### src/rtl/datapathPkg.sv
// Datapath word type, ALU operation codes and operand/output mux selects
`default_nettype none

package datapathPkg;

    localparam int wordWidth   = 32;
    localparam int aluSelWidth = 5;
    localparam int muxSelWidth = 2;

    typedef logic [wordWidth-1:0]   word_t;    // Data value, PC or immediate
    typedef logic [aluSelWidth-1:0] aluSel_t;  // ALU operation code
    typedef logic [muxSelWidth-1:0] muxSel_t;  // Operand or output mux select

    // Arithmetic and logic codes
    localparam aluSel_t aluAdd  = 5'b00000;
    localparam aluSel_t aluSub  = 5'b00001;
    localparam aluSel_t aluSll  = 5'b00100;
    localparam aluSel_t aluSrl  = 5'b00101;
    localparam aluSel_t aluSra  = 5'b01111;
    localparam aluSel_t aluSlt  = 5'b01110;
    localparam aluSel_t aluSltu = 5'b01101;
    localparam aluSel_t aluXor  = 5'b01010;
    localparam aluSel_t aluOr   = 5'b01011;
    localparam aluSel_t aluAnd  = 5'b01000;

    // Load extension codes, applied to operand A
    localparam aluSel_t aluByteSigned   = 5'b10000;
    localparam aluSel_t aluHalfSigned   = 5'b10001;
    localparam aluSel_t aluByteUnsigned = 5'b10010;
    localparam aluSel_t aluHalfUnsigned = 5'b10011;

    // Operand register input selects
    localparam muxSel_t aSelBus = 2'b01;  // A loads from the bus
    localparam muxSel_t bSelBus = 2'b01;  // B loads from the bus
    localparam muxSel_t bSelImm = 2'b10;  // B loads the immediate

    // Output mux selects
    localparam muxSel_t oSelAlu  = 2'b00;
    localparam muxSel_t oSelRegA = 2'b01;

    // Shift amount bits kept from a shift immediate
    localparam int shamtWidth = 5;

endpackage

`default_nettype wire

### src/rtl/isaPkg.sv
// Instruction field widths, field types, opcode values and funct codes
`default_nettype none

package isaPkg;

    // Field widths of the 32-bit encoding
    localparam int instrWidth   = 32;
    localparam int opcodeWidth  = 7;
    localparam int funct3Width  = 3;
    localparam int funct7Width  = 7;
    localparam int regAddrWidth = 5;
    localparam int imm12Width   = 12;

    typedef logic [instrWidth-1:0]   instr_t;    // Whole instruction word
    typedef logic [opcodeWidth-1:0]  opcode_t;   // Bits 6:0
    typedef logic [funct3Width-1:0]  funct3_t;   // Bits 14:12
    typedef logic [funct7Width-1:0]  funct7_t;   // Bits 31:25
    typedef logic [regAddrWidth-1:0] regAddr_t;  // rs1, rs2 or rd index
    typedef logic [imm12Width-1:0]   imm12_t;    // I-type immediate, bits 31:20

    // Opcodes kept by the controller
    localparam opcode_t opLoad = 7'd3;
    localparam opcode_t opImm  = 7'd19;
    localparam opcode_t opReg  = 7'd51;

    localparam funct7_t funct7Base = 7'b0000000;
    localparam funct7_t funct7Alt  = 7'b0100000;  // Picks sub and sra

    // ALU funct3 values, same for register and immediate forms
    localparam funct3_t f3AddSub = 3'b000;
    localparam funct3_t f3Sll    = 3'b001;
    localparam funct3_t f3Slt    = 3'b010;
    localparam funct3_t f3Sltu   = 3'b011;
    localparam funct3_t f3Xor    = 3'b100;
    localparam funct3_t f3SrlSra = 3'b101;
    localparam funct3_t f3Or     = 3'b110;
    localparam funct3_t f3And    = 3'b111;

    // Load widths
    localparam funct3_t f3Lb  = 3'b000;
    localparam funct3_t f3Lh  = 3'b001;
    localparam funct3_t f3Lw  = 3'b010;
    localparam funct3_t f3Lbu = 3'b100;
    localparam funct3_t f3Lhu = 3'b101;

endpackage

`default_nettype wire

### src/rtl/decodeIf.sv
// Interface bundling decoded control from the instruction decoder to the FSM
`timescale 1ns/1ps
`default_nettype none

interface decodeIf;

    datapathPkg::aluSel_t aluSel;        // Operation of the main ALU pass
    datapathPkg::muxSel_t bSel;          // B register source
    datapathPkg::word_t   immValue;      // Extended or masked immediate
    logic                 isLoad;        // Memory read after address add
    logic                 needsRs2;      // Second source register used
    datapathPkg::aluSel_t loadExtend;    // Extension code for sub-word loads
    logic                 extendNeeded;  // Low for word loads
    logic                 legal;         // Encoding is supported

    modport decoder (output aluSel, bSel, immValue, isLoad, needsRs2,
                     loadExtend, extendNeeded, legal);

    // needsRs2 is consumed at the top level, not by the FSM
    modport sequencer (input aluSel, bSel, immValue, isLoad,
                       loadExtend, extendNeeded, legal);

endinterface

`default_nettype wire

### src/rtl/aluOpDecoder.sv
// Combinational decoder from instruction word to ALU code, B source, immediate and load info
`timescale 1ns/1ps
`default_nettype none

module aluOpDecoder (
    input  isaPkg::instr_t instr,  // Held instruction word
    decodeIf.decoder       dec     // Decoded control toward the FSM
);

    isaPkg::opcode_t opcode;
    isaPkg::funct3_t funct3;
    isaPkg::funct7_t funct7;       // Same bits as imm12[11:5]
    isaPkg::imm12_t  imm12;
    logic            shiftOp;      // sll, srl or sra form
    logic            altForm;      // funct7 is the alternate value

    assign opcode  = instr[6:0];
    assign funct3  = instr[14:12];
    assign funct7  = instr[31:25];
    assign imm12   = instr[31:20];
    assign shiftOp = (funct3 == isaPkg::f3Sll) || (funct3 == isaPkg::f3SrlSra);
    assign altForm = (funct7 == isaPkg::funct7Alt);

    // Shared funct3 mapping for register and immediate ALU ops
    function automatic datapathPkg::aluSel_t aluFromFunct3(
        input isaPkg::funct3_t f3,
        input logic            alt   // sub / sra select
    );
        datapathPkg::aluSel_t sel;
        case (f3)
            isaPkg::f3AddSub: sel = alt ? datapathPkg::aluSub : datapathPkg::aluAdd;
            isaPkg::f3Sll:    sel = datapathPkg::aluSll;
            isaPkg::f3Slt:    sel = datapathPkg::aluSlt;
            isaPkg::f3Sltu:   sel = datapathPkg::aluSltu;
            isaPkg::f3Xor:    sel = datapathPkg::aluXor;
            isaPkg::f3SrlSra: sel = alt ? datapathPkg::aluSra : datapathPkg::aluSrl;
            isaPkg::f3Or:     sel = datapathPkg::aluOr;
            default:          sel = datapathPkg::aluAnd;
        endcase
        return sel;
    endfunction

    always_comb
    begin
        dec.aluSel       = datapathPkg::aluAdd;  // Also the load address add
        dec.bSel         = datapathPkg::bSelImm;
        dec.immValue     = datapathPkg::word_t'(signed'(imm12));  // Sign extend
        dec.isLoad       = 1'b0;
        dec.needsRs2     = 1'b0;
        dec.loadExtend   = datapathPkg::aluByteSigned;
        dec.extendNeeded = 1'b0;
        dec.legal        = 1'b0;

        case (opcode)
            isaPkg::opReg:
            begin
                dec.aluSel   = aluFromFunct3(funct3, altForm);
                dec.bSel     = datapathPkg::bSelBus;  // rs2 from the bus
                dec.needsRs2 = 1'b1;
                dec.legal    = (funct7 == isaPkg::funct7Base) || altForm;
            end
            isaPkg::opImm:
            begin
                // Alternate form only means sra here, addi stays add
                dec.aluSel = aluFromFunct3(funct3, altForm && (funct3 == isaPkg::f3SrlSra));
                if (shiftOp)
                begin
                    dec.immValue = datapathPkg::word_t'(imm12[datapathPkg::shamtWidth-1:0]);
                    dec.legal    = (funct7 == isaPkg::funct7Base) || altForm;
                end
                else
                begin
                    dec.legal = 1'b1;  // Any immediate is fine
                end
            end
            isaPkg::opLoad:
            begin
                dec.isLoad       = 1'b1;
                dec.extendNeeded = 1'b1;  // Cleared below for lw
                dec.legal        = 1'b1;
                case (funct3)
                    isaPkg::f3Lb:  dec.loadExtend = datapathPkg::aluByteSigned;
                    isaPkg::f3Lh:  dec.loadExtend = datapathPkg::aluHalfSigned;
                    isaPkg::f3Lbu: dec.loadExtend = datapathPkg::aluByteUnsigned;
                    isaPkg::f3Lhu: dec.loadExtend = datapathPkg::aluHalfUnsigned;
                    isaPkg::f3Lw:  dec.extendNeeded = 1'b0;  // Word taken from A as is
                    default:       dec.legal = 1'b0;         // funct3 3, 6, 7
                endcase
            end
            default:
            begin
                dec.legal = 1'b0;  // Stores, lui and the rest retire silently
            end
        endcase
    end

endmodule

`default_nettype wire

### src/rtl/controlSequencer.sv
// FSM stepping one instruction through register read, ALU, memory read and write-back
`timescale 1ns/1ps
`default_nettype none

module controlSequencer (
    input  logic                 clk,
    input  logic                 reset,
    decodeIf.sequencer           dec,
    input  logic                 instrValid,
    output logic                 instrReady,
    input  datapathPkg::word_t   pcIn,
    output datapathPkg::word_t   pcOut,
    output logic                 regReq,      // Held until dataReady
    input  logic                 dataReady,
    output datapathPkg::muxSel_t aSel,
    output datapathPkg::muxSel_t bSel,
    output datapathPkg::muxSel_t oSel,
    output logic                 aEnable,
    output logic                 bEnable,
    output datapathPkg::word_t   immValue,
    output datapathPkg::aluSel_t aluSel,
    output logic                 aluStart,    // Held until aluComplete
    input  logic                 aluComplete,
    output logic                 memRead,     // Held until memAck
    input  logic                 memAck,
    output logic                 rdWrite      // One cycle per retired instruction
);

    typedef enum logic [2:0] {
        idle,
        readRegs,
        loadOperands,
        execute,
        memAccess,
        extendLoad,
        extendExecute,
        writeBack
    } state_t;

    state_t state;
    state_t nextState;

    always_ff @(posedge clk or posedge reset)
    begin
        if (reset)
        begin
            state <= idle;
            pcOut <= '0;
        end
        else
        begin
            state <= nextState;
            if (state == writeBack)
            begin
                pcOut <= pcIn + datapathPkg::word_t'(1);  // Advance on retire only
            end
        end
    end

    always_comb
    begin
        nextState = state;
        case (state)
            idle:
            begin
                if (instrValid)
                begin
                    nextState = readRegs;  // Word is latched on this edge
                end
            end
            readRegs:
            begin
                if (!dec.legal)
                begin
                    nextState = idle;  // Unsupported word, no write-back
                end
                else if (dataReady)
                begin
                    nextState = loadOperands;
                end
            end
            loadOperands:  nextState = execute;
            execute:
            begin
                if (aluComplete)
                begin
                    nextState = dec.isLoad ? memAccess : writeBack;
                end
            end
            memAccess:
            begin
                if (memAck)
                begin
                    nextState = extendLoad;
                end
            end
            // Memory word into A, then optional extension pass
            extendLoad:    nextState = dec.extendNeeded ? extendExecute : writeBack;
            extendExecute:
            begin
                if (aluComplete)
                begin
                    nextState = writeBack;
                end
            end
            default:       nextState = idle;  // writeBack
        endcase
    end

    assign instrReady = (state == idle);
    assign regReq     = (state == readRegs) && dec.legal;
    assign aEnable    = (state == loadOperands) || (state == extendLoad);  // One-cycle pulses
    assign bEnable    = (state == loadOperands);
    assign aSel       = aEnable ? datapathPkg::aSelBus : '0;
    assign bSel       = (state == idle) ? '0 : dec.bSel;  // Stable for the whole instruction
    assign immValue   = dec.immValue;
    assign aluStart   = (state == execute) || (state == extendExecute);
    assign memRead    = (state == memAccess);
    assign rdWrite    = (state == writeBack);

    // Second pass swaps in the extension code
    assign aluSel = (state == extendExecute) ? dec.loadExtend : dec.aluSel;

    // Word load writes A directly, everything else the ALU result
    assign oSel = ((state == writeBack) && dec.isLoad && !dec.extendNeeded)
                ? datapathPkg::oSelRegA : datapathPkg::oSelAlu;

endmodule

`default_nettype wire

### src/rtl/riscvController.sv
// Top-level instruction controller with instruction register, decoder and FSM
`timescale 1ns/1ps
`default_nettype none

module riscvController (
    input  logic                  clk,
    input  logic                  reset,
    input  logic                  instrValid,
    input  isaPkg::instr_t        instr,
    output logic                  instrReady,
    input  datapathPkg::word_t    pcIn,
    output datapathPkg::word_t    pcOut,
    output logic                  regReq,
    input  logic                  dataReady,
    output isaPkg::regAddr_t      rs1Out,
    output isaPkg::regAddr_t      rs2Out,
    output datapathPkg::muxSel_t  aSel,
    output datapathPkg::muxSel_t  bSel,
    output datapathPkg::muxSel_t  oSel,
    output logic                  aEnable,
    output logic                  bEnable,
    output datapathPkg::word_t    immValue,
    output datapathPkg::aluSel_t  aluSel,
    output logic                  aluStart,
    input  logic                  aluComplete,
    output logic                  memRead,
    input  logic                  memAck,
    output isaPkg::regAddr_t      rdOut,
    output logic                  rdWrite
);

    isaPkg::instr_t instrReg;  // Instruction in flight

    decodeIf decBus ();

    // Capture on the valid/ready edge, held until retire
    always_ff @(posedge clk)
    begin
        if (instrValid && instrReady)
        begin
            instrReg <= instr;
        end
    end

    assign rs1Out = instrReg[19:15];
    assign rs2Out = decBus.needsRs2 ? instrReg[24:20] : '0;  // Immediate bits stay off the bus
    assign rdOut  = instrReg[11:7];

    aluOpDecoder uDecoder (
        .instr (instrReg),
        .dec   (decBus.decoder)
    );

    controlSequencer uSequencer (
        .clk         (clk),
        .reset       (reset),
        .dec         (decBus.sequencer),
        .instrValid  (instrValid),
        .instrReady  (instrReady),
        .pcIn        (pcIn),
        .pcOut       (pcOut),
        .regReq      (regReq),
        .dataReady   (dataReady),
        .aSel        (aSel),
        .bSel        (bSel),
        .oSel        (oSel),
        .aEnable     (aEnable),
        .bEnable     (bEnable),
        .immValue    (immValue),
        .aluSel      (aluSel),
        .aluStart    (aluStart),
        .aluComplete (aluComplete),
        .memRead     (memRead),
        .memAck      (memAck),
        .rdWrite     (rdWrite)
    );

endmodule

`default_nettype wire

### config.mk
export PLATFORM = sky130hd
export DESIGN_NAME = riscvController
export DESIGN_NICKNAME = d
export VERILOG_FILES = /design/src/rtl/datapathPkg.sv /design/src/rtl/isaPkg.sv /design/src/rtl/decodeIf.sv /design/src/rtl/aluOpDecoder.sv /design/src/rtl/controlSequencer.sv /design/src/rtl/riscvController.sv
export SDC_FILE = /design/constraint.sdc
export NUM_CORES = 1
export LEC_CHECK = 0
export BUFFER_PORTS_ARGS = -buffer_cell sky130_fd_sc_hd__buf_4
export CORE_UTILIZATION = 34
export DETAILED_ROUTE_END_ITERATION = 12
export SLEW_MARGIN = 20
export SYNTH_ARGS = -nofsm -noshare
export SYNTH_HDL_FRONTEND = slang
export SYNTH_SLANG_ARGS = --single-unit
### constraint.sdc
create_clock -name clk -period 3 [get_ports clk]
set_input_delay 0.3 -clock clk [delete_from_list [all_inputs] [get_ports clk]]
set_output_delay 0.3 -clock clk [all_outputs]
set_load 0.02 [all_outputs]
==> insert_results.sql, run 1 <==
INSERT INTO impl_metrics (metric_group, metric, value, unit) VALUES
('run_status', 'outcome', 'complete, no violations', ''),
('global_route', 'vias_in_the_first_global_route', '2834', ''),
('placed_design', 'detailed_place_hpwl', '6.77', 'mm'),
('detailed_routing', 'antenna_violating_nets_left', '0', ''),
('sta', 'final_max_slew_viol_count', '0', ''),
('global_route', 'grt_start_max_net_pins', '36', ''),
('clock_tree', 'postCtsResizedCells', '0', ''),
('clock_tree', 'root_buffer', 'sky130_fd_sc_hd__clkbuf_8', ''),
('final_layout', 'post-route-cell-area', '0.00493', 'mm^2'),
('setup_path', 'cp_max_fo', '21', ''),
('final_layout', 'drive_gt1_frac', '0.404', ''),
('final_layout', 'final-instance-count-excl-fill', '631', ''),
('setup_path', 'start_kind', 'flop', ''),
('yosys', 'netlist_instances', '359', ''),
('yosys', 'asyncSetResetFlopFracSynth', '0.522', ''),
('sta', 'period_share', '0.814', ''),
('clock_tree', 'postCtsSetupRepairBufs', '0', ''),
('sta', 'setup-tns-final', '0', 'ns'),
('power_and_ir_drop', 'leakage', '2.17', 'nW'),
('sta', 'grt_setup_unrepaired', 'no', ''),
('setup_path', 'critical-path-max-stage-delay', '0.42', 'ns'),
('detailed_routing', 'vias_per_cell', '4.69', ''),
('global_route', 'remaining_global_route_overflow', '0', ''),
('sta', 'layout_min_cycle_time', '2.44', 'ns'),
('final_layout', 'most_common_library_cell_in_the_layout_ignoring_fill_and_taps', 'sky130_fd_sc_hd__buf_4', ''),
('placed_design', 'io_buffer_count', '164', ''),
('yosys', 'post_synth_instance_area', '0.00363', 'mm^2'),
('job', 'max-cap-violations', '0', ''),
('clock_tree', 'clock_insertion_delay_worst_skew', '0.33', 'ns'),
('detailed_routing', 'vias', '2962', ''),
('floorplan', 'dieHeight', '105', 'um'),
('floorplan', 'ios', '167', ''),
('setup_path', 'critical-path-top-delay-family', 'simple AND/OR/NAND/NOR gates', ''),
('clock_tree', 'clock_tree.buffer_depth', '2', ''),
('yosys', 'synth.avg_cell_area', '10.1', 'um^2'),
('yosys', 'synth-seq-area-share', '0.506', ''),
('sta', 'worst_slew_margin_rel', '0.602', ''),
('detailed_routing', 'routed_wl', '8.81', 'mm'),
('final_layout', 'synth_to_layout_area_growth', '36.0', '%'),
('yosys', 'synth_edf_count', '32', ''),
('sta', 'max_freq', '409', 'MHz'),
('final_layout', 'layout_common_cells', 'sky130_fd_sc_hd__buf_4 (168), sky130_fd_sc_hd__nand2_1 (44), sky130_fd_sc_hd__dfrtp_1 (35)', ''),
('detailed_routing', 'drt-pass1-iter-count', '4', ''),
('final_layout', 'insertedDiodeCount', '0', ''),
('clock_tree', 'tritoncts', 'done', ''),
('floorplan', 'die_w', '105', 'um'),
('clock_tree', 'cts-buffers-inserted', '9', ''),
('final_layout', 'num-nets-final', '561', ''),
('setup_path', 'cp_cell_sequence', 'nand4bb_1 -> nor2_1 -> nand3_1 -> and2_1 -> buf_4', ''),
('placed_design', 'place_congestion', '0.831', ''),
('clock_tree', 'post_cts_hold_buffer_count', '0', ''),
('sta', 'finalSetupViolCount', '0', ''),
('final_layout', 'num-fill-cells', '993', ''),
('detailed_routing', 'wl_per_cell', '14.0', 'um'),
('floorplan', 'row_count', '37', ''),
('min_path', 'tightest_hold_check_type', 'input port to async pin', ''),
('floorplan', 'design.core.area', '0.0103', 'mm^2'),
('placed_design', 'placed_cell_area', '0.00474', 'mm^2'),
('placed_design', 'dp_cells', '615', ''),
('global_route', 'aggregate_global_route_resource_usage', '0.162', ''),
('global_route', 'global_route_wire_length_before_repair', '14.1', 'mm'),
('setup_path', 'crit_arrival', '2.14', 'ns'),
('power_and_ir_drop', 'peakVddDrop', '0.386', 'mV'),
('clock_tree', 'cts_sinks', '67', ''),
('setup_path', 'worst-setup-path-type', 'flop to output pin', ''),
('clock_tree', 'path_clk_slew', '0.07', 'ns'),
('power_and_ir_drop', 'power.density_cell_area', '746', 'mW/mm^2'),
('detailed_routing', 'drcViolationCount', '0', ''),
('yosys', 'ys_warn_count', '0', ''),
('global_route', 'initial_antenna_violation_count', '0', ''),
('clock_tree', 'ctsHtreeMaxLevel', '3', '');
[worst reg2reg max path, delay by kind of cell (launching register included)]
kind	cells	cell delay, ns
multiplexers	1	0.35
AND/OR/NAND/NOR	1	0.40
buffers and inverters	1	0.09
flip-flops	1	0.56
AO/OA/AOI/OAI	2	0.48
[metal layers]
layer  GRT usage  vias to the layer above  share of wire
met2       0.258                      136           0.46
met5           0                        -              0
met4      0.0463                        0         0.0074
li1            -                     1460              -
met3      0.0581                        5          0.099
met1       0.207                     1361           0.44
[path summary, 6_finish.rpt]
path,start,to,slack (ns),cells after the start
min reg2reg,uSequencer.pcOut[31]$_DFFE_PP0P_,uSequencer.pcOut[31]$_DFFE_PP0P_,0.48,2
max reg2reg,uSequencer.state[0]$_DFFE_PP0P_,uSequencer.state[1]$_DFFE_PP0P_,1.07,5
max,instrReg[2]$_DFFE_PP_,immValue[23],0.56,5
max in group asynchronous,reset,uSequencer.pcOut[30]$_DFFE_PP0P_,2.60,3
min in group clk,instr[14],instrReg[14]$_DFFE_PP_,0.14,1
min,reset,uSequencer.pcOut[20]$_DFFE_PP0P_,0.07,3
[per-stage QoR]
step | hold WS (ns) | util | total power, mW | setup WS, ns
after floorplan | 0.381 | - | 2.33 | 0.468
after global placement | 0.442 | 0.459 | 2.96 | 0.966
after detailed placement | 0.447 | 0.459 | 2.99 | 0.903
after CTS | 0.0780 | 0.478 | 3.74 | 0.532
after global routing | 0.100 | 0.478 | 3.94 | 0.340
final | 0.0691 | 0.478 | 3.68 | 0.557
[flip-flops by register name, summed over array words and instances, names as in the netlist]
register and flops:
instrReg 32, uSequencer.pcOut 32, uSequencer.state 3
[cells in the mapped netlist (8+ instances only)]
master | instances | area, um^2
sky130_fd_sc_hd__a21oi_1 | 8 | 40.0
sky130_fd_sc_hd__and2_1 | 15 | 93.8
sky130_fd_sc_hd__buf_4 | 38 | 285
sky130_fd_sc_hd__clkbuf_1 | 10 | 37.5
sky130_fd_sc_hd__dfrtp_1 | 35 | 876
sky130_fd_sc_hd__edfxtp_1 | 32 | 961
sky130_fd_sc_hd__inv_1 | 11 | 41.3
sky130_fd_sc_hd__nand2_1 | 44 | 165
sky130_fd_sc_hd__nand3_1 | 24 | 120
sky130_fd_sc_hd__nand4_1 | 9 | 56.3
sky130_fd_sc_hd__nor2_1 | 17 | 63.8
sky130_fd_sc_hd__o21ai_0 | 28 | 140
sky130_fd_sc_hd__xnor2_1 | 10 | 87.6
sky130_fd_sc_hd__xor2_1 | 21 | 184
[report_power, final]
group,internal [mW],switching [mW]
clock,0.396,0.329
sequential,1.24,0.190
combinational,0.643,0.883
[cell type report]
class                   count  area, um^2  share of cell area
multi-input cells         232        1430               0.290
clock inverters             1        5.00             0.00101
repair buffers            168        1260               0.256
flip-flops and latches     67        1840               0.372
inverters                  12        45.0             0.00913
well taps                 136         170              0.0345
clock buffers              15         188              0.0380
[cells by family (layout without fill, tap and decap cells)]
| kind of cell | after synthesis | after routing | synth area share |
|---|---|---|---|
| buf+inv | 61 | 196 | 0.103 |
| fa+ha+maj | 1 | 1 | 0.00345 |
| flops | 67 | 67 | 0.506 |
| mux | 3 | 3 | 0.0100 |
| xor+xnor | 31 | 31 | 0.0748 |
| other cells | 1 | 2 | 0.00103 |
| compound gates | 52 | 52 | 0.0862 |
| simple gates | 143 | 143 | 0.216 |
No activity file was read; power rests on OpenSTA's default activity.
==> run 2: changes to the inputs <==
==> constraint.sdc (replaced) <==
create_clock -name clk -period 2.5 [get_ports clk]
set_input_delay 0.25 -clock clk [delete_from_list [all_inputs] [get_ports clk]]
set_output_delay 0.25 -clock clk [all_outputs]
set_load 0.02 [all_outputs]
==> insert_results.sql, run 2 (same netlist as run 1, synthesis figures left out) <==
INSERT INTO impl_metrics (metric_group, metric, value, unit) VALUES
('run_status', 'outcome', 'complete, no violations', ''),
('clock_tree', 'postCtsSetupRepairBufs', '0', ''),
('sta', 'layout_min_cycle_time', '2.35', 'ns'),
('power_and_ir_drop', 'pwr-share-comb', '0.395', ''),
('detailed_routing', 'vias_per_cell', '4.69', ''),
('setup_path', 'crit_arrival', '2.10', 'ns'),
('final_layout', 'layout_common_cells', 'sky130_fd_sc_hd__buf_4 (167), sky130_fd_sc_hd__nand2_1 (44), sky130_fd_sc_hd__dfrtp_1 (35)', ''),
('power_and_ir_drop', 'power_report.internal_total', '2.93', 'mW'),
('power_and_ir_drop', 'sw_frac_of_total', '0.369', ''),
('sta', 'period_share', '0.940', ''),
('sta', 'grt_setup_unrepaired', 'no', ''),
('final_layout', 'fin_util', '0.484', ''),
('setup_path', 'cp_max_fo', '2', ''),
('job', 'max-cap-violations', '0', ''),
('setup_path', 'kind_of_end_point_of_the_critical_path', 'output pin', ''),
('clock_tree', 'clock_insertion_delay_worst_skew', '0.34', 'ns'),
('setup_path', 'cp_cell_sequence', 'nor4_4 -> nand3_1 -> or2_0 -> o41a_1 -> o22ai_1 -> buf_4', ''),
('clock_tree', 'path_clk_slew', '0.08', 'ns'),
('power_and_ir_drop', 'power.share.sequential', '0.370', ''),
('final_layout', 'insertedDiodeCount', '0', ''),
('sta', 'final_max_slew_viol_count', '0', ''),
('floorplan', 'design.core.area', '0.0103', 'mm^2'),
('min_path', 'tightest_hold_check_type', 'input port to async pin', ''),
('placed_design', 'place_congestion', '0.802', ''),
('global_route', 'remaining_global_route_overflow', '0', ''),
('sta', 'finalSetupViolCount', '0', ''),
('global_route', 'grt_start_max_net_pins', '64', ''),
('clock_tree', 'tritoncts', 'done', ''),
('detailed_routing', 'detail_route.iter0.violations', '124', ''),
('floorplan', 'row_count', '37', ''),
('floorplan', 'dieArea', '0.0111', 'mm^2'),
('power_and_ir_drop', 'leakage', '2.19', 'nW'),
('final_layout', 'most_common_library_cell_in_the_layout_ignoring_fill_and_taps', 'sky130_fd_sc_hd__buf_4', ''),
('clock_tree', 'post_cts_hold_buffer_count', '0', ''),
('sta', 'finalClockSkew', '0.00962', 'ns'),
('detailed_routing', 'drt-pass1-iter-count', '5', ''),
('power_and_ir_drop', 'power.density_cell_area', '927', 'mW/mm^2'),
('global_route', 'aggregate_global_route_resource_usage', '0.159', ''),
('detailed_routing', 'wl_per_cell', '13.8', 'um'),
('sta', 'setup-tns-final', '0', 'ns'),
('sta', 'worst_slew_margin_rel', '0.609', ''),
('clock_tree', 'ctsHtreeMaxLevel', '3', ''),
('clock_tree', 'cts-buffers-inserted', '9', ''),
('final_layout', 'num-fill-cells', '968', ''),
('detailed_routing', 'vias', '2961', ''),
('global_route', 'initial_antenna_violation_count', '0', ''),
('detailed_routing', 'routed_wl', '8.68', 'mm'),
('detailed_routing', 'drcViolationCount', '0', ''),
('clock_tree', 'root_buffer', 'sky130_fd_sc_hd__clkbuf_8', ''),
('power_and_ir_drop', 'power.switching', '1.71', 'mW'),
('floorplan', 'dieHeight', '105', 'um'),
('placed_design', 'detailed_place_hpwl', '6.65', 'mm'),
('power_and_ir_drop', 'share_clk_of_total_power', '0.236', ''),
('sta', 'final-hold-violation-count', '0', ''),
('clock_tree', 'cts_sinks', '67', ''),
('setup_path', 'worst_ep_required_time', '2.25', 'ns'),
('sta', 'max_freq', '426', 'MHz'),
('setup_path', 'critical-path-max-stage-delay', '0.43', 'ns'),
('setup_path', 'worst-setup-path-type', 'flop to output pin', ''),
('floorplan', 'ios', '167', ''),
('power_and_ir_drop', 'peakVddDrop', '0.414', 'mV'),
('final_layout', 'largestRegisters', 'instrReg x32, uSequencer.pcOut x32, uSequencer.state x3', ''),
('placed_design', 'io_buffer_count', '164', ''),
('detailed_routing', 'antenna_violating_nets_left', '0', ''),
('final_layout', 'synth_to_layout_area_growth', '37.7', '%'),
('placed_design', 'dp_cells', '615', ''),
('global_route', 'vias_in_the_first_global_route', '2750', ''),
('floorplan', 'die_w', '105', 'um'),
('setup_path', 'start_kind', 'flop', ''),
('sta', 'worst-slew-pin-transition', '0.584', 'ns'),
('final_layout', 'drive_gt1_frac', '0.412', ''),
('final_layout', 'final-instance-count-excl-fill', '631', ''),
('global_route', 'global_route_wire_length_before_repair', '13.7', 'mm'),
('setup_path', 'critPathSlowestCell', 'sky130_fd_sc_hd__edfxtp_1', ''),
('final_layout', 'num-nets-final', '561', ''),
('clock_tree', 'clock_tree.buffer_depth', '2', ''),
('floorplan', 'initial_core_util', '0.352', '');
[run 2: cell count changes in the layout (fill, tap and decap cells not counted), moves of 2 or more]
cell | before | now
sky130_fd_sc_hd__bufinv_16 | 0 | 3
sky130_fd_sc_hd__clkbuf_1 | 3 | 0
sky130_fd_sc_hd__clkinvlp_4 | 0 | 3
sky130_fd_sc_hd__and2_1 | 15 | 13
sky130_fd_sc_hd__and2_2 | 0 | 2
sky130_fd_sc_hd__clkbuf_8 | 11 | 9
[run 2: power groups by stage]
stage | clock [mW] | combinational [mW] | sequential [mW]
finish | 1.09 | 1.83 | 1.71
global route | 1.18 | 1.99 | 1.76
CTS | 1.13 | 1.86 | 1.72
detailed placement | 0 | 1.86 | 1.73
global placement | 0 | 1.84 | 1.73
floorplan | 0 | 0.833 | 1.97
[run 2: metrics by stage]
stage | power (mW) | hold WS, ns | setup WS, ns | instance area (um^2)
global route | 4.93 | 0.0440 | 0.00572 | 5000
CTS | 4.70 | 0.0203 | 0.0708 | 5000
floorplan | 2.80 | 0.331 | 0.272 | 3630
global placement | 3.56 | 0.407 | 0.510 | 4760
finish | 4.63 | 0.00980 | 0.151 | 5000
detailed placement | 3.59 | 0.404 | 0.453 | 4760
[run 2: critical path: cells and delay by family (launching register included)]
kind            cells  cell delay, ns
simple gates        3            0.72
compound gates      2            0.45
flops               1            0.43
buf+inv             1            0.16
[run 2: path summary, 6_finish.rpt]
path | startpoint | cells after the start | endpoint | slack (ns)
max | instrReg[26]$_DFFE_PP_ | 6 | aluSel[0] | 0.15
min | reset | 3 | uSequencer.pcOut[16]$_DFFE_PP0P_ | 0.01
max in group asynchronous | reset | 3 | uSequencer.pcOut[4]$_DFFE_PP0P_ | 2.17
min in group clk | instr[14] | 1 | instrReg[14]$_DFFE_PP_ | 0.08
min reg2reg | uSequencer.pcOut[23]$_DFFE_PP0P_ | 2 | uSequencer.pcOut[23]$_DFFE_PP0P_ | 0.48
max reg2reg | uSequencer.state[0]$_DFFE_PP0P_ | 5 | uSequencer.state[1]$_DFFE_PP0P_ | 0.57
[run 2: area by class of cell]
class	instances	area (um^2)	share of cell area
Timing Repair Buffer	168	1270	0.255
Inverter	12	45.0	0.00901
Sequential cell	67	1840	0.368
Multi-Input combinational cell	232	1430	0.286
Tap cell	136	170	0.0341
Clock inverter	7	116	0.0233
Clock buffer	9	124	0.0248
[run 2: repair_timing]
action,CTS,global route
setup endpoints to repair,0,21
endpoints found under the hold margin,0,0
resized for setup,0,1
[run 2: routing by layer]
| layer | vias to the layer above | global-route usage | part of all wire | routed length [um] |
|---|---|---|---|---|
| met3 | 9 | 0.0606 | 0.094 | 818 |
| met1 | 1352 | 0.191 | 0.42 | 3690 |
| li1 | 1468 | - | - | - |
| met4 | 0 | 0.0453 | 0.0098 | 85 |
| met2 | 132 | 0.264 | 0.47 | 4090 |
| met5 | - | 0 | 0 | 0 |
==> run 3: changes to the inputs <==
--- a/config.mk
+++ b/config.mk
@@ -6,8 +6,10 @@
 export NUM_CORES = 1
 export LEC_CHECK = 0
 export BUFFER_PORTS_ARGS = -buffer_cell sky130_fd_sc_hd__buf_4
+export CORE_ASPECT_RATIO = 1.5
 export CORE_UTILIZATION = 34
 export DETAILED_ROUTE_END_ITERATION = 12
+export SKIP_LAST_GASP = 1
 export SLEW_MARGIN = 20
 export SYNTH_ARGS = -nofsm -noshare
 export SYNTH_HDL_FRONTEND = slang
==> insert_results.sql, run 3 (same netlist as run 1, synthesis figures left out) <==
INSERT INTO impl_metrics (metric_group, metric, value, unit) VALUES
('run_status', 'outcome', 'complete, no violations', ''),
('sta', 'worst-slew-pin-transition', '0.563', 'ns'),
('power_and_ir_drop', 'pwr-share-comb', '0.381', ''),
('clock_tree', 'path_clk_slew', '0.06', 'ns'),
('global_route', 'remaining_global_route_overflow', '0', ''),
('placed_design', 'detailed_place_hpwl', '7.13', 'mm'),
('floorplan', 'dieArea', '0.0111', 'mm^2'),
('setup_path', 'worst_ep_required_time', '2.25', 'ns'),
('floorplan', 'ios', '167', ''),
('sta', 'layout_min_cycle_time', '2.35', 'ns'),
('detailed_routing', 'vias', '2949', ''),
('sta', 'finalSetupViolCount', '0', ''),
('power_and_ir_drop', 'power.share.sequential', '0.360', ''),
('clock_tree', 'ctsHtreeMaxLevel', '3', ''),
('final_layout', 'fin_util', '0.493', ''),
('placed_design', 'place_congestion', '0.833', ''),
('power_and_ir_drop', 'design_power_total', '4.76', 'mW'),
('final_layout', 'num-nets-final', '562', ''),
('sta', 'crit_path_setup_slack_layout', '0.149', 'ns'),
('detailed_routing', 'vias_per_cell', '4.63', ''),
('final_layout', 'drive_gt1_frac', '0.413', ''),
('detailed_routing', 'drcViolationCount', '0', ''),
('setup_path', 'ff_to_ff_start', 'uSequencer.state[0]$_DFFE_PP0P_', ''),
('placed_design', 'preCtsSetupSlack', '0.430', 'ns'),
('global_route', 'initial_antenna_violation_count', '0', ''),
('global_route', 'global_route_wire_length_before_repair', '13.8', 'mm'),
('clock_tree', 'clock_tree.buffer_depth', '2', ''),
('detailed_routing', 'routed_wl', '8.92', 'mm'),
('setup_path', 'worst-setup-path-type', 'flop to output pin', ''),
('floorplan', 'initial_core_util', '0.354', ''),
('global_route', 'aggregate_global_route_resource_usage', '0.162', ''),
('sta', 'grt_setup_unrepaired', 'no', ''),
('clock_tree', 'tritoncts', 'done', ''),
('final_layout', 'layout_common_cells', 'sky130_fd_sc_hd__buf_4 (169), sky130_fd_sc_hd__nand2_1 (44), sky130_fd_sc_hd__dfrtp_1 (35)', ''),
('final_layout', 'largestRegisters', 'instrReg x32, uSequencer.pcOut x32, uSequencer.state x3', ''),
('sta', 'period_share', '0.940', ''),
('setup_path', 'timing.critical_path.from', 'instrReg[26]$_DFFE_PP_', ''),
('final_layout', 'synth_to_layout_area_growth', '39.2', '%'),
('setup_path', 'kind_of_end_point_of_the_critical_path', 'output pin', ''),
('setup_path', 'crit_arrival', '2.10', 'ns'),
('sta', 'final_max_slew_viol_count', '0', ''),
('floorplan', 'die_w', '86.4', 'um'),
('setup_path', 'start_kind', 'flop', ''),
('clock_tree', 'cts_sinks', '67', ''),
('min_path', 'tightest_hold_check_type', 'input port to async pin', ''),
('global_route', 'grt_start_max_net_pins', '43', ''),
('placed_design', 'io_buffer_count', '164', ''),
('power_and_ir_drop', 'power.density_cell_area', '943', 'mW/mm^2'),
('clock_tree', 'root_buffer', 'sky130_fd_sc_hd__clkbuf_16', ''),
('sta', 'final-hold-violation-count', '0', ''),
('global_route', 'vias_in_the_first_global_route', '2891', ''),
('power_and_ir_drop', 'sw_frac_of_total', '0.364', ''),
('floorplan', 'design.core.area', '0.0102', 'mm^2'),
('power_and_ir_drop', 'share_clk_of_total_power', '0.259', ''),
('power_and_ir_drop', 'leakage', '2.22', 'nW'),
('detailed_routing', 'antenna_violating_nets_left', '0', ''),
('power_and_ir_drop', 'peakVddDrop', '0.489', 'mV'),
('final_layout', 'final-seq-area', '0.00184', 'mm^2'),
('detailed_routing', 'drt-pass1-iter-count', '4', ''),
('clock_tree', 'cts-buffers-inserted', '9', ''),
('clock_tree', 'clock_insertion_delay_worst_skew', '0.32', 'ns'),
('power_and_ir_drop', 'power.switching', '1.73', 'mW'),
('final_layout', 'most_common_library_cell_in_the_layout_ignoring_fill_and_taps', 'sky130_fd_sc_hd__buf_4', ''),
('sta', 'max_freq', '425', 'MHz'),
('final_layout', 'num-fill-cells', '995', ''),
('floorplan', 'row_count', '45', ''),
('sta', 'setup-tns-final', '0', 'ns'),
('setup_path', 'cp_max_fo', '2', ''),
('power_and_ir_drop', 'power_report.internal_total', '3.03', 'mW'),
('sta', 'worst_slew_margin_rel', '0.621', ''),
('detailed_routing', 'detail_route.iter0.violations', '63', ''),
('final_layout', 'insertedDiodeCount', '0', ''),
('detailed_routing', 'wl_per_cell', '14.0', 'um'),
('sta', 'finalClockSkew', '0.00631', 'ns'),
('floorplan', 'dieHeight', '129', 'um'),
('final_layout', 'multi_input_gate_area', '0.00143', 'mm^2'),
('clock_tree', 'postCtsSetupRepairBufs', '0', ''),
('job', 'max-cap-violations', '0', '');
[run 3: changes by cell type in the layout (fill, tap and decap cells not counted), sizes merged]
cell,previous run,this run
clkinv,1,4
buf,168,169
inv,12,13
bufinv,3,1
clkinvlp,3,0
clkbuf,9,10
[run 3: worst paths after layout]
kind / endpoint / slack, ns / depth (start not counted)
max in group asynchronous: uSequencer.pcOut[7]$_DFFE_PP0P_ / 2.12 / 3
min in group clk: instrReg[23]$_DFFE_PP_ / 0.10 / 1
hold / removal: uSequencer.pcOut[25]$_DFFE_PP0P_ / 0.04 / 3
setup reg to reg: uSequencer.state[1]$_DFFE_PP0P_ / 0.50 / 5
hold reg to reg: uSequencer.pcOut[31]$_DFFE_PP0P_ / 0.48 / 2
setup / recovery: aluSel[0] / 0.15 / 6
[run 3: cell type report]
type | instances | area share
clock inverters | 6 | 0.0131
clock buffers | 10 | 0.0453
inverters | 12 | 0.00891
multi-input cells | 232 | 0.283
flip-flops and latches | 67 | 0.363
repair buffers | 169 | 0.251
well taps | 141 | 0.0349
[run 3: critical path: stages (launching register included)]
cell and delay [ns]:
sky130_fd_sc_hd__edfxtp_1 0.41, sky130_fd_sc_hd__nor4_4 0.33, sky130_fd_sc_hd__nand3_1 0.14, sky130_fd_sc_hd__or2_0 0.24
sky130_fd_sc_hd__o41a_1 0.31, sky130_fd_sc_hd__o22ai_1 0.17, sky130_fd_sc_hd__buf_4 0.18
[run 3: what timing repair did]
item                                    in CTS  in global routing
hold buffers                                 0                  0
endpoints found under the setup margin       0                 21
resized for setup                            0                  1
[run 3: per-layer routing]
metal / part of all wire / global-route usage
met1: 0.36 / 0.159
met2: 0.53 / 0.304
met3: 0.086 / 0.0603
met4: 0.023 / 0.0618
met5: 0 / 0
[run 3: metrics by stage]
stage	hold WS, ns	cell area [um^2]	instances
after global routing	0.0832	5050	637
after floorplan	0.331	3630	360
after CTS	0.0493	5050	637
after global placement	0.388	4760	621
final	0.0437	5050	637
after detailed placement	0.402	4760	621
[run 3: power groups by stage]
stage / clock (mW) / combinational, mW / sequential [mW]
6_report: 1.23 / 1.82 / 1.72
5_1_grt: 1.32 / 1.98 / 1.77
4_1_cts: 1.27 / 1.85 / 1.72
3_5_place_dp: 0 / 1.85 / 1.74
3_3_place_gp: 0 / 1.82 / 1.73
2_1_floorplan: 0 / 0.833 / 1.97
